--- src/matrix_pkg.sv ---
package matrix_pkg;

  // panel geometry
  localparam int panel_cols = 32;
  localparam int panel_rows = 16;
  localparam int row_pairs = panel_rows / 2;

  localparam int col_w = 5;
  localparam int row_w = 4;
  localparam int pair_w = 3;

  // one bank holds one half of the panel
  localparam int bank_depth = panel_cols * row_pairs;

  // cycles with oe_n low per row pair
  localparam int display_cycles = 64;
  localparam int dwell_w = $clog2(display_cycles + 1);

  // one bit per channel, red in the msb
  typedef logic [2:0] pixel_t;

  typedef struct packed {
    logic [row_w-1:0] row;
    logic [col_w-1:0] col;
  } pixel_addr_t;

  typedef struct packed {
    pixel_addr_t addr;
    pixel_t      color;
  } pixel_write_t;

  // panel pins
  typedef struct packed {
    pixel_t            rgb0;
    pixel_t            rgb1;
    // drives a, b, c
    logic [pair_w-1:0] row_sel;
    logic              stb;
    logic              rgb_clk;
    logic              oe_n;
  } panel_t;

  // active-low segments, digit 0 is the rightmost
  typedef logic [5:0][6:0] hex_digits_t;

  typedef enum logic [2:0] {
    scan_read,
    scan_setup,
    scan_clock,
    scan_latch,
    scan_show
  } scan_state_e;

endpackage

--- src/frame_buffer.sv ---
module frame_buffer
  import matrix_pkg::*;
(
  input  logic              clock_50,
  input  logic              arst_n,
  input  pixel_write_t      wr,
  input  logic              wr_valid,
  output logic              wr_ready,
  input  logic              rd_en,
  input  logic [pair_w-1:0] rd_pair,
  input  logic [col_w-1:0]  rd_col,
  output pixel_t            rd_upper,
  output pixel_t            rd_lower
);

  // bank 0 holds rows 0 to 7, bank 1 rows 8 to 15
  pixel_t bank_mem [2][bank_depth];

  logic                    bank_we;
  logic                    wr_bank;
  logic [pair_w+col_w-1:0] wr_addr;
  logic [pair_w+col_w-1:0] rd_addr;

  // the scanner owns both ports during scan_read
  // scan_fsm resets into scan_read, so ready stays low through reset as well
  assign wr_ready = !rd_en;

  assign bank_we = wr_valid && wr_ready;

  // row msb picks the half, the rest plus col is the word address
  assign wr_bank = wr.addr.row[row_w-1];
  assign wr_addr = {wr.addr.row[row_w-2:0], wr.addr.col};

  // same word address in both banks gives rows pair and pair + 8
  assign rd_addr = {rd_pair, rd_col};

  always_ff @(posedge clock_50) begin
    if (bank_we) begin
      bank_mem[wr_bank][wr_addr] <= wr.color;
    end
  end

  // read data comes out one cycle after rd_en
  always_ff @(posedge clock_50 or negedge arst_n) begin
    if (!arst_n) begin
      rd_upper <= '0;
      rd_lower <= '0;
    end else if (rd_en) begin
      rd_upper <= bank_mem[0][rd_addr];
      rd_lower <= bank_mem[1][rd_addr];
    end
  end

  // a write is refused while scanning and the port comes back the next cycle
  a_no_write_on_read: assert property (
    @(posedge clock_50) disable iff (!arst_n)
    rd_en |-> !bank_we ##1 !rd_en
  );

endmodule

--- src/matrix_soc.sv ---
module matrix_soc
  import matrix_pkg::*;
(
  input  logic         clock_50,
  input  logic         arst_n,
  input  pixel_write_t pix_wr,
  input  logic         pix_wr_valid,
  output logic         pix_wr_ready,
  output panel_t       panel,
  output hex_digits_t  hex
);

  logic              rst_n;
  logic [2:0]        rst_sync;

  logic              rd_en;
  logic [pair_w-1:0] rd_pair;
  logic [col_w-1:0]  col;
  pixel_t            rd_upper;
  pixel_t            rd_lower;

  logic              col_clear;
  logic              col_step;
  logic              last_col;
  logic              dwell_start;
  logic              dwell_done;

  // reset asserts at once and releases after three edges
  always_ff @(posedge clock_50 or negedge arst_n) begin
    if (!arst_n) begin
      rst_sync <= '0;
    end else begin
      rst_sync <= {rst_sync[1:0], 1'b1};
    end
  end

  assign rst_n = rst_sync[2];

  frame_buffer u_frame_buffer (
    .clock_50 (clock_50),
    .arst_n   (rst_n),
    .wr       (pix_wr),
    .wr_valid (pix_wr_valid),
    .wr_ready (pix_wr_ready),
    .rd_en    (rd_en),
    .rd_pair  (rd_pair),
    .rd_col   (col),
    .rd_upper (rd_upper),
    .rd_lower (rd_lower)
  );

  scan_timer u_scan_timer (
    .clock_50    (clock_50),
    .arst_n      (rst_n),
    .col_clear   (col_clear),
    .col_step    (col_step),
    .dwell_start (dwell_start),
    .col         (col),
    .last_col    (last_col),
    .dwell_done  (dwell_done)
  );

  scan_fsm u_scan_fsm (
    .clock_50    (clock_50),
    .arst_n      (rst_n),
    .last_col    (last_col),
    .dwell_done  (dwell_done),
    .rd_upper    (rd_upper),
    .rd_lower    (rd_lower),
    .col_clear   (col_clear),
    .col_step    (col_step),
    .dwell_start (dwell_start),
    .rd_en       (rd_en),
    .rd_pair     (rd_pair),
    .panel       (panel)
  );

  // status shows the last accepted pixel and the write count
  status_display u_status_display (
    .clock_50 (clock_50),
    .arst_n   (rst_n),
    .wr       (pix_wr),
    .wr_valid (pix_wr_valid),
    .wr_ready (pix_wr_ready),
    .hex      (hex)
  );

endmodule

--- src/scan_fsm.sv ---
module scan_fsm
  import matrix_pkg::*;
(
  input  logic              clock_50,
  input  logic              arst_n,
  input  logic              last_col,
  input  logic              dwell_done,
  input  pixel_t            rd_upper,
  input  pixel_t            rd_lower,
  output logic              col_clear,
  output logic              col_step,
  output logic              dwell_start,
  output logic              rd_en,
  output logic [pair_w-1:0] rd_pair,
  output panel_t            panel
);

  scan_state_e state;
  scan_state_e state_next;

  always_ff @(posedge clock_50 or negedge arst_n) begin
    if (!arst_n) begin
      state <= scan_read;
    end else begin
      state <= state_next;
    end
  end

  always_comb begin
    state_next = state;
    case (state)
      scan_read:  state_next = scan_setup;
      scan_setup: state_next = scan_clock;
      scan_clock: state_next = last_col ? scan_latch : scan_read;
      scan_latch: state_next = scan_show;
      scan_show:  state_next = dwell_done ? scan_read : scan_show;
      default:    state_next = scan_read;
    endcase
  end

  // timer and buffer controls
  assign rd_en       = (state == scan_read);
  assign col_step    = (state == scan_clock) && !last_col;
  assign col_clear   = (state == scan_clock) && last_col;
  assign dwell_start = (state == scan_latch);

  // next row pair once the current one has been shown
  always_ff @(posedge clock_50 or negedge arst_n) begin
    if (!arst_n) begin
      rd_pair <= '0;
    end else if (state == scan_show && dwell_done) begin
      rd_pair <= rd_pair + 1'b1;
    end
  end

  // panel pins follow the state by one cycle
  always_ff @(posedge clock_50 or negedge arst_n) begin
    if (!arst_n) begin
      panel      <= '0;
      panel.oe_n <= 1'b1;
    end else begin
      panel.stb     <= 1'b0;
      panel.rgb_clk <= 1'b0;
      panel.oe_n    <= 1'b1;
      case (state)
        scan_setup: begin
          panel.rgb0 <= rd_upper;
          panel.rgb1 <= rd_lower;
        end
        scan_clock: begin
          panel.rgb_clk <= 1'b1;
        end
        scan_latch: begin
          panel.stb     <= 1'b1;
          panel.row_sel <= rd_pair;
        end
        scan_show: begin
          panel.oe_n <= 1'b0;
        end
        default: begin
          panel.oe_n <= 1'b1;
        end
      endcase
    end
  end

  // panel dark during the latch, lit right after it
  a_stb_blanked: assert property (
    @(posedge clock_50) disable iff (!arst_n)
    panel.stb |-> panel.oe_n ##1 !panel.oe_n
  );

  // no shifting while a row is lit
  a_no_clk_when_lit: assert property (
    @(posedge clock_50) disable iff (!arst_n)
    !(panel.rgb_clk && !panel.oe_n)
  );

endmodule

--- src/scan_timer.sv ---
module scan_timer
  import matrix_pkg::*;
(
  input  logic             clock_50,
  input  logic             arst_n,
  input  logic             col_clear,
  input  logic             col_step,
  input  logic             dwell_start,
  output logic [col_w-1:0] col,
  output logic             last_col,
  output logic             dwell_done
);

  logic [dwell_w-1:0] dwell_cnt;

  // column counter
  always_ff @(posedge clock_50 or negedge arst_n) begin
    if (!arst_n) begin
      col <= '0;
    end else if (col_clear) begin
      col <= '0;
    end else if (col_step) begin
      col <= col + 1'b1;
    end
  end

  assign last_col = (col == col_w'(panel_cols - 1));

  // dwell down-counter, zero means idle
  always_ff @(posedge clock_50 or negedge arst_n) begin
    if (!arst_n) begin
      dwell_cnt <= '0;
    end else if (dwell_start) begin
      dwell_cnt <= dwell_w'(display_cycles);
    end else if (dwell_cnt != '0) begin
      dwell_cnt <= dwell_cnt - 1'b1;
    end
  end

  // high in the last of display_cycles counting cycles
  assign dwell_done = (dwell_cnt == dwell_w'(1));

  // done only ever follows a start, never an idle counter
  a_dwell_from_start: assert property (
    @(posedge clock_50) disable iff (!arst_n)
    dwell_done |-> $past(dwell_start, display_cycles)
  );

endmodule

--- src/status_display.sv ---
module status_display
  import matrix_pkg::*;
(
  input  logic         clock_50,
  input  logic         arst_n,
  input  pixel_write_t wr,
  input  logic         wr_valid,
  input  logic         wr_ready,
  output hex_digits_t  hex
);

  pixel_write_t last_wr;
  logic [7:0]   wr_count;

  // segments gfedcba, low is lit
  function automatic logic [6:0] seg7(input logic [3:0] nib);
    logic [6:0] seg;
    case (nib)
      4'h0: seg = 7'b1000000;
      4'h1: seg = 7'b1111001;
      4'h2: seg = 7'b0100100;
      4'h3: seg = 7'b0110000;
      4'h4: seg = 7'b0011001;
      4'h5: seg = 7'b0010010;
      4'h6: seg = 7'b0000010;
      4'h7: seg = 7'b1111000;
      4'h8: seg = 7'b0000000;
      4'h9: seg = 7'b0010000;
      4'ha: seg = 7'b0001000;
      4'hb: seg = 7'b0000011;
      4'hc: seg = 7'b1000110;
      4'hd: seg = 7'b0100001;
      4'he: seg = 7'b0000110;
      default: seg = 7'b0001110;
    endcase
    return seg;
  endfunction

  // last accepted write and an 8-bit accept count
  always_ff @(posedge clock_50 or negedge arst_n) begin
    if (!arst_n) begin
      last_wr  <= '0;
      wr_count <= '0;
    end else if (wr_valid && wr_ready) begin
      last_wr  <= wr;
      wr_count <= wr_count + 1'b1;
    end
  end

  assign hex[5] = seg7({3'b000, last_wr.addr.col[4]});
  assign hex[4] = seg7(last_wr.addr.col[3:0]);
  assign hex[3] = seg7(last_wr.addr.row);
  assign hex[2] = seg7({1'b0, last_wr.color});
  assign hex[1] = seg7(wr_count[7:4]);
  assign hex[0] = seg7(wr_count[3:0]);

endmodule

--- config.mk ---
export PLATFORM = sky130hd
export DESIGN_NAME = matrix_soc
export DESIGN_NICKNAME = d
export VERILOG_FILES = /design/src/matrix_pkg.sv /design/src/frame_buffer.sv /design/src/matrix_soc.sv /design/src/scan_fsm.sv /design/src/scan_timer.sv /design/src/status_display.sv
export SDC_FILE = /design/constraint.sdc
export NUM_CORES = 2
export LEC_CHECK = 0
export BUFFER_PORTS_ARGS = -buffer_cell sky130_fd_sc_hd__buf_4
export CELL_PAD_IN_SITES_DETAIL_PLACEMENT = 1
export CELL_PAD_IN_SITES_GLOBAL_PLACEMENT = 1
export CORE_ASPECT_RATIO = 1.4
export CORE_UTILIZATION = 55
export DETAILED_ROUTE_END_ITERATION = 12
export HOLD_SLACK_MARGIN = 0.05
export PLACE_DENSITY = 0.78
export SLEW_MARGIN = 30
export SYNTH_ARGS = -nofsm -noshare
export SYNTH_HDL_FRONTEND = slang
export SYNTH_HIERARCHICAL = 1
export SYNTH_SLANG_ARGS = --single-unit
--- constraint.sdc ---
create_clock -name clock_50 -period 4.97 [get_ports clock_50]
set_input_delay 0.7455 -clock clock_50 [delete_from_list [all_inputs] [get_ports clock_50]]
set_output_delay 0.7455 -clock clock_50 [all_outputs]
set_load 0.005 [all_outputs]
==> reports/results.txt <==
Count of non-filler cells in the finished layout = 5454
Pleak = 21.9 nW
TritonCTS clock tree = built
Synth warnings = 6
Path category of the worst min-delay check = reg -> async
Die width = 293 um
Worst Path Required = 5.69 ns
Synth Area in Adders = 0.00729
Final weighted congestion in routability-driven placement = 0.910
Synthesis-to-finish area growth = 11.0%
Vias in the first global route = 39000
Initial Utilization = 0.554
Xor/xnor share of the synthesized area = 0.00175
Count of input and output buffers = 66
Post-CTS Setup Bufs = 0
Post-detailed-placement half-perimeter wirelength = 123000 um
Number of design rule violations left after detail routing = 0
Drt first pass iters = 6
Type of the worst setup path = reg -> reg
CTS Sinks = 1595
Maximum vdd ir drop = 392 uV
Gate count after technology mapping = 3665
Final setup violation count = 0
Routed vias/inst = 6.72
Die area = 0.120 sq mm
Worst clock skew on the final layout = 0.0313 ns
Worst skew pair latency = 0.80 ns
Post-synth top flop = sky130_fd_sc_hd__edfxtp_1
Dpl cells = 5181
Layout net count = 3801
Overall power of the completed layout = 27.0 mW
Vias = 36600
Max-cap violations = 0
Fraction of layout cells with a size suffix above 1 = 0.203
Setup repair after global routing missed its margin = false
Top fanout value on the critical path = 76
Final Routed Wirelength = 192000 um
Synth Area in Compound Gates = 0.0337
Cell area power density = 373 mW/mm^2
Total track usage = 0.327
Final Hold Vio Count = 0
Final Max Slew Viols = 0
Rel. slew slack = 0.274
Grt ovf = 0
Register area share after synthesis = 0.730
Number of I/O pins = 70
Library cells used by synthesis = 75
Fillers = 10000
Crit path time final = 4.24 ns
Combinational family with the most area after synthesis = multiplexers
Clock H-tree levels = 4
Synthesis-stage register bit count = 1595
Share of the clock period used by the worst path after layout = 0.853
Mean post-synth cell area = 17.8 sq um
Placed cell areas = 0.0676 sq mm
Run status = finished clean
Chip height = 409 um
Critical Path Start Type = register
CTS Root Buffer Type = sky130_fd_sc_hd__clkbuf_16
Clock transition at the registers of the reported paths = 0.07 ns
Antenna-violating nets left = 0
Element type at the critical path end = register
Actual slew at the worst max-slew pin = 1.08 ns
Post-Syn Area = 0.0652 sq mm
Multiplexer area fraction after synthesis = 0.146
Async set or reset register ratio after synthesis = 0.0370
Placeable core region = 0.118 sq mm
Bufs on Longest Clock Path = 3
Arrival time of data at the critical path endpoint = 4.96 ns
First-iteration detailed-routing DRC count = 4260
Final-layout worst hold slack = 0.270 ns
Setup TNS Final = 0 ns
Max frequency = 236 MHz
Clock buffers created by TritonCTS = 149
Post-route design area = 0.0724 sq mm
Largest net degree at the start of global routing = 152
Simple-gate share of the synthesized area = 0.0585
Cell row count = 149
WL/cell = 35.3 um
Global-route wire length before repair = 277000 um
Number of antenna violations at the first check in global routing = 8
Number of enable-type register cells in the synthesized netlist = 1536
==> per-layer routing <==
layer | share of wire | track usage
met1 | 0.34 | 0.382
met2 | 0.51 | 0.553
met3 | 0.086 | 0.0670
met4 | 0.070 | 0.204
met5 | 0.00024 | 0
==> worst max-delay path, cell delays in order (launching register included) <==
cell                       delay (ns)
sky130_fd_sc_hd__dfrtp_4         0.88
sky130_fd_sc_hd__buf_12          0.42
sky130_fd_sc_hd__nand3_1         0.69
sky130_fd_sc_hd__o22ai_1         0.37
sky130_fd_sc_hd__a211oi_1        0.11
sky130_fd_sc_hd__nand2_1         0.10
sky130_fd_sc_hd__nand4_1         0.13
sky130_fd_sc_hd__nor4_2          0.93
sky130_fd_sc_hd__buf_4           0.24
sky130_fd_sc_hd__a221o_1         0.15
==> final timing paths <==
path / from / to / slack, ns / cells past startpoint
max: u_scan_timer/col[1] / u_frame_buffer/rd_lower[0] / 0.73 / 9
min: rst_sync[2] / u_scan_timer/dwell_cnt[4] / 0.27 / 0
max reg2reg: u_scan_timer/col[1] / u_frame_buffer/rd_lower[0] / 0.73 / 9
min reg2reg: rst_sync[2] / u_scan_timer/dwell_cnt[4] / 0.27 / 0
max in group asynchronous: rst_sync[2] / u_scan_fsm/panel[7] / 4.08 / 1
min in group clock_50: pix_wr[8] / u_status_display/last_wr[8] / 0.31 / 3
==> cell type report <==
class                      count  area (sq um)  area share
multi-input combinational   1801         16300       0.225
inverter                      27           103     0.00142
clock buffer                 198          4140      0.0571
sequential                  1595         47600       0.658
clock inverter                70           646     0.00892
antenna                        4          10.0    0.000138
timing repair buffer         174          1650      0.0227
tap                         1585          1980      0.0274
==> cells by family after synthesis <==
kind of cell             Yosys count
AO/OA/AOI/OAI                    304
XOR/XNOR                          13
adder cells (fa/ha/maj)           38
buffers and inverters            270
flip-flops                      1595
multiplexers                     555
other                              3
AND/OR/NAND/NOR                  887
==> through the flow <==
| stage | util | setup slack, ns |
|---|---|---|
| final | 0.616 | 0.732 |
| after global routing | 0.616 | 0.867 |
| after CTS | 0.615 | 0.909 |
| after detailed placement | 0.575 | 1.00 |
| after global placement | 0.574 | 0.758 |
| after floorplan | - | 2.30 |
==> where the power goes <==
part,internal [mW],switching [mW]
logic,0.314,0.533
registers,14.8,0.119
clock network,6.30,5.01
==> layout by cell type, fill, tap and decap left out, types with 8 or more instances in the layout <==
| cell | netlist | layout |
|---|---|---|
| sky130_fd_sc_hd__buf_12 | 3 | 23 |
| sky130_fd_sc_hd__a211oi_1 | 10 | 10 |
| sky130_fd_sc_hd__and3_1 | 9 | 9 |
| sky130_fd_sc_hd__buf_4 | 30 | 144 |
| sky130_fd_sc_hd__nor2b_1 | 14 | 12 |
| sky130_fd_sc_hd__nand2b_1 | 16 | 15 |
| sky130_fd_sc_hd__nor2_1 | 565 | 563 |
| sky130_fd_sc_hd__bufinv_16 | 0 | 8 |
| sky130_fd_sc_hd__inv_1 | 26 | 25 |
| sky130_fd_sc_hd__mux4_2 | 313 | 313 |
| sky130_fd_sc_hd__edfxtp_1 | 1536 | 1536 |
| sky130_fd_sc_hd__o21ai_0 | 27 | 26 |
| sky130_fd_sc_hd__mux2i_1 | 213 | 213 |
| sky130_fd_sc_hd__o221ai_1 | 28 | 28 |
| sky130_fd_sc_hd__clkinv_2 | 0 | 28 |
| sky130_fd_sc_hd__ha_1 | 38 | 38 |
| sky130_fd_sc_hd__nor3_1 | 20 | 19 |
| sky130_fd_sc_hd__xnor2_1 | 8 | 8 |
| sky130_fd_sc_hd__nand4_1 | 18 | 18 |
| sky130_fd_sc_hd__clkbuf_1 | 140 | 31 |
| sky130_fd_sc_hd__a22o_1 | 21 | 21 |
| sky130_fd_sc_hd__and2_1 | 10 | 10 |
| sky130_fd_sc_hd__clkbuf_16 | 0 | 153 |
| sky130_fd_sc_hd__nand3_1 | 60 | 52 |
| sky130_fd_sc_hd__clkinv_1 | 0 | 17 |
| sky130_fd_sc_hd__o22ai_1 | 67 | 67 |
| sky130_fd_sc_hd__a21oi_1 | 29 | 29 |
| sky130_fd_sc_hd__clkbuf_8 | 0 | 14 |
| sky130_fd_sc_hd__a2111oi_0 | 11 | 10 |
| sky130_fd_sc_hd__nor4_1 | 12 | 9 |
| sky130_fd_sc_hd__dfrtp_1 | 58 | 53 |
| sky130_fd_sc_hd__nand2_1 | 123 | 118 |
| sky130_fd_sc_hd__o211ai_1 | 15 | 15 |
| sky130_fd_sc_hd__a22oi_1 | 35 | 35 |
| sky130_fd_sc_hd__mux2_2 | 26 | 26 |
==> cells in the mapped netlist (all sizes together), types with 28 or more instances <==
library cell  count  area [sq um]
a21oi            29           145
a22oi            35           263
buf             103           850
clkbuf          140           526
dfrtp            58          1450
edfxtp         1536         46100
ha               38           475
mux2             28           323
mux2i           213          2130
mux4            314          7080
nand2           124           468
nand3            60           300
nor2            566          2130
o21ai            33           165
o221ai           28           245
o22ai            67           419
==> timing repair <==
action,4_1_cts,5_1_grt
resized for setup,0,0
hold buffers,1,0
hold endpoints to repair,3,0
==> sequential cells by signal (all words and copies together), names as in the netlist <==
name / cells
rst_sync: 3
u_scan_fsm/state: 3
u_scan_fsm/panel: 12
u_frame_buffer/rd_lower: 3
u_scan_timer/dwell_cnt: 7
u_status_display/last_wr: 12
u_scan_fsm/rd_pair: 3
u_frame_buffer/bank_mem: 1536
u_frame_buffer/rd_upper: 3
u_scan_timer/col: 5
u_status_display/wr_count: 8
Power figures use the tool's default switching activity.
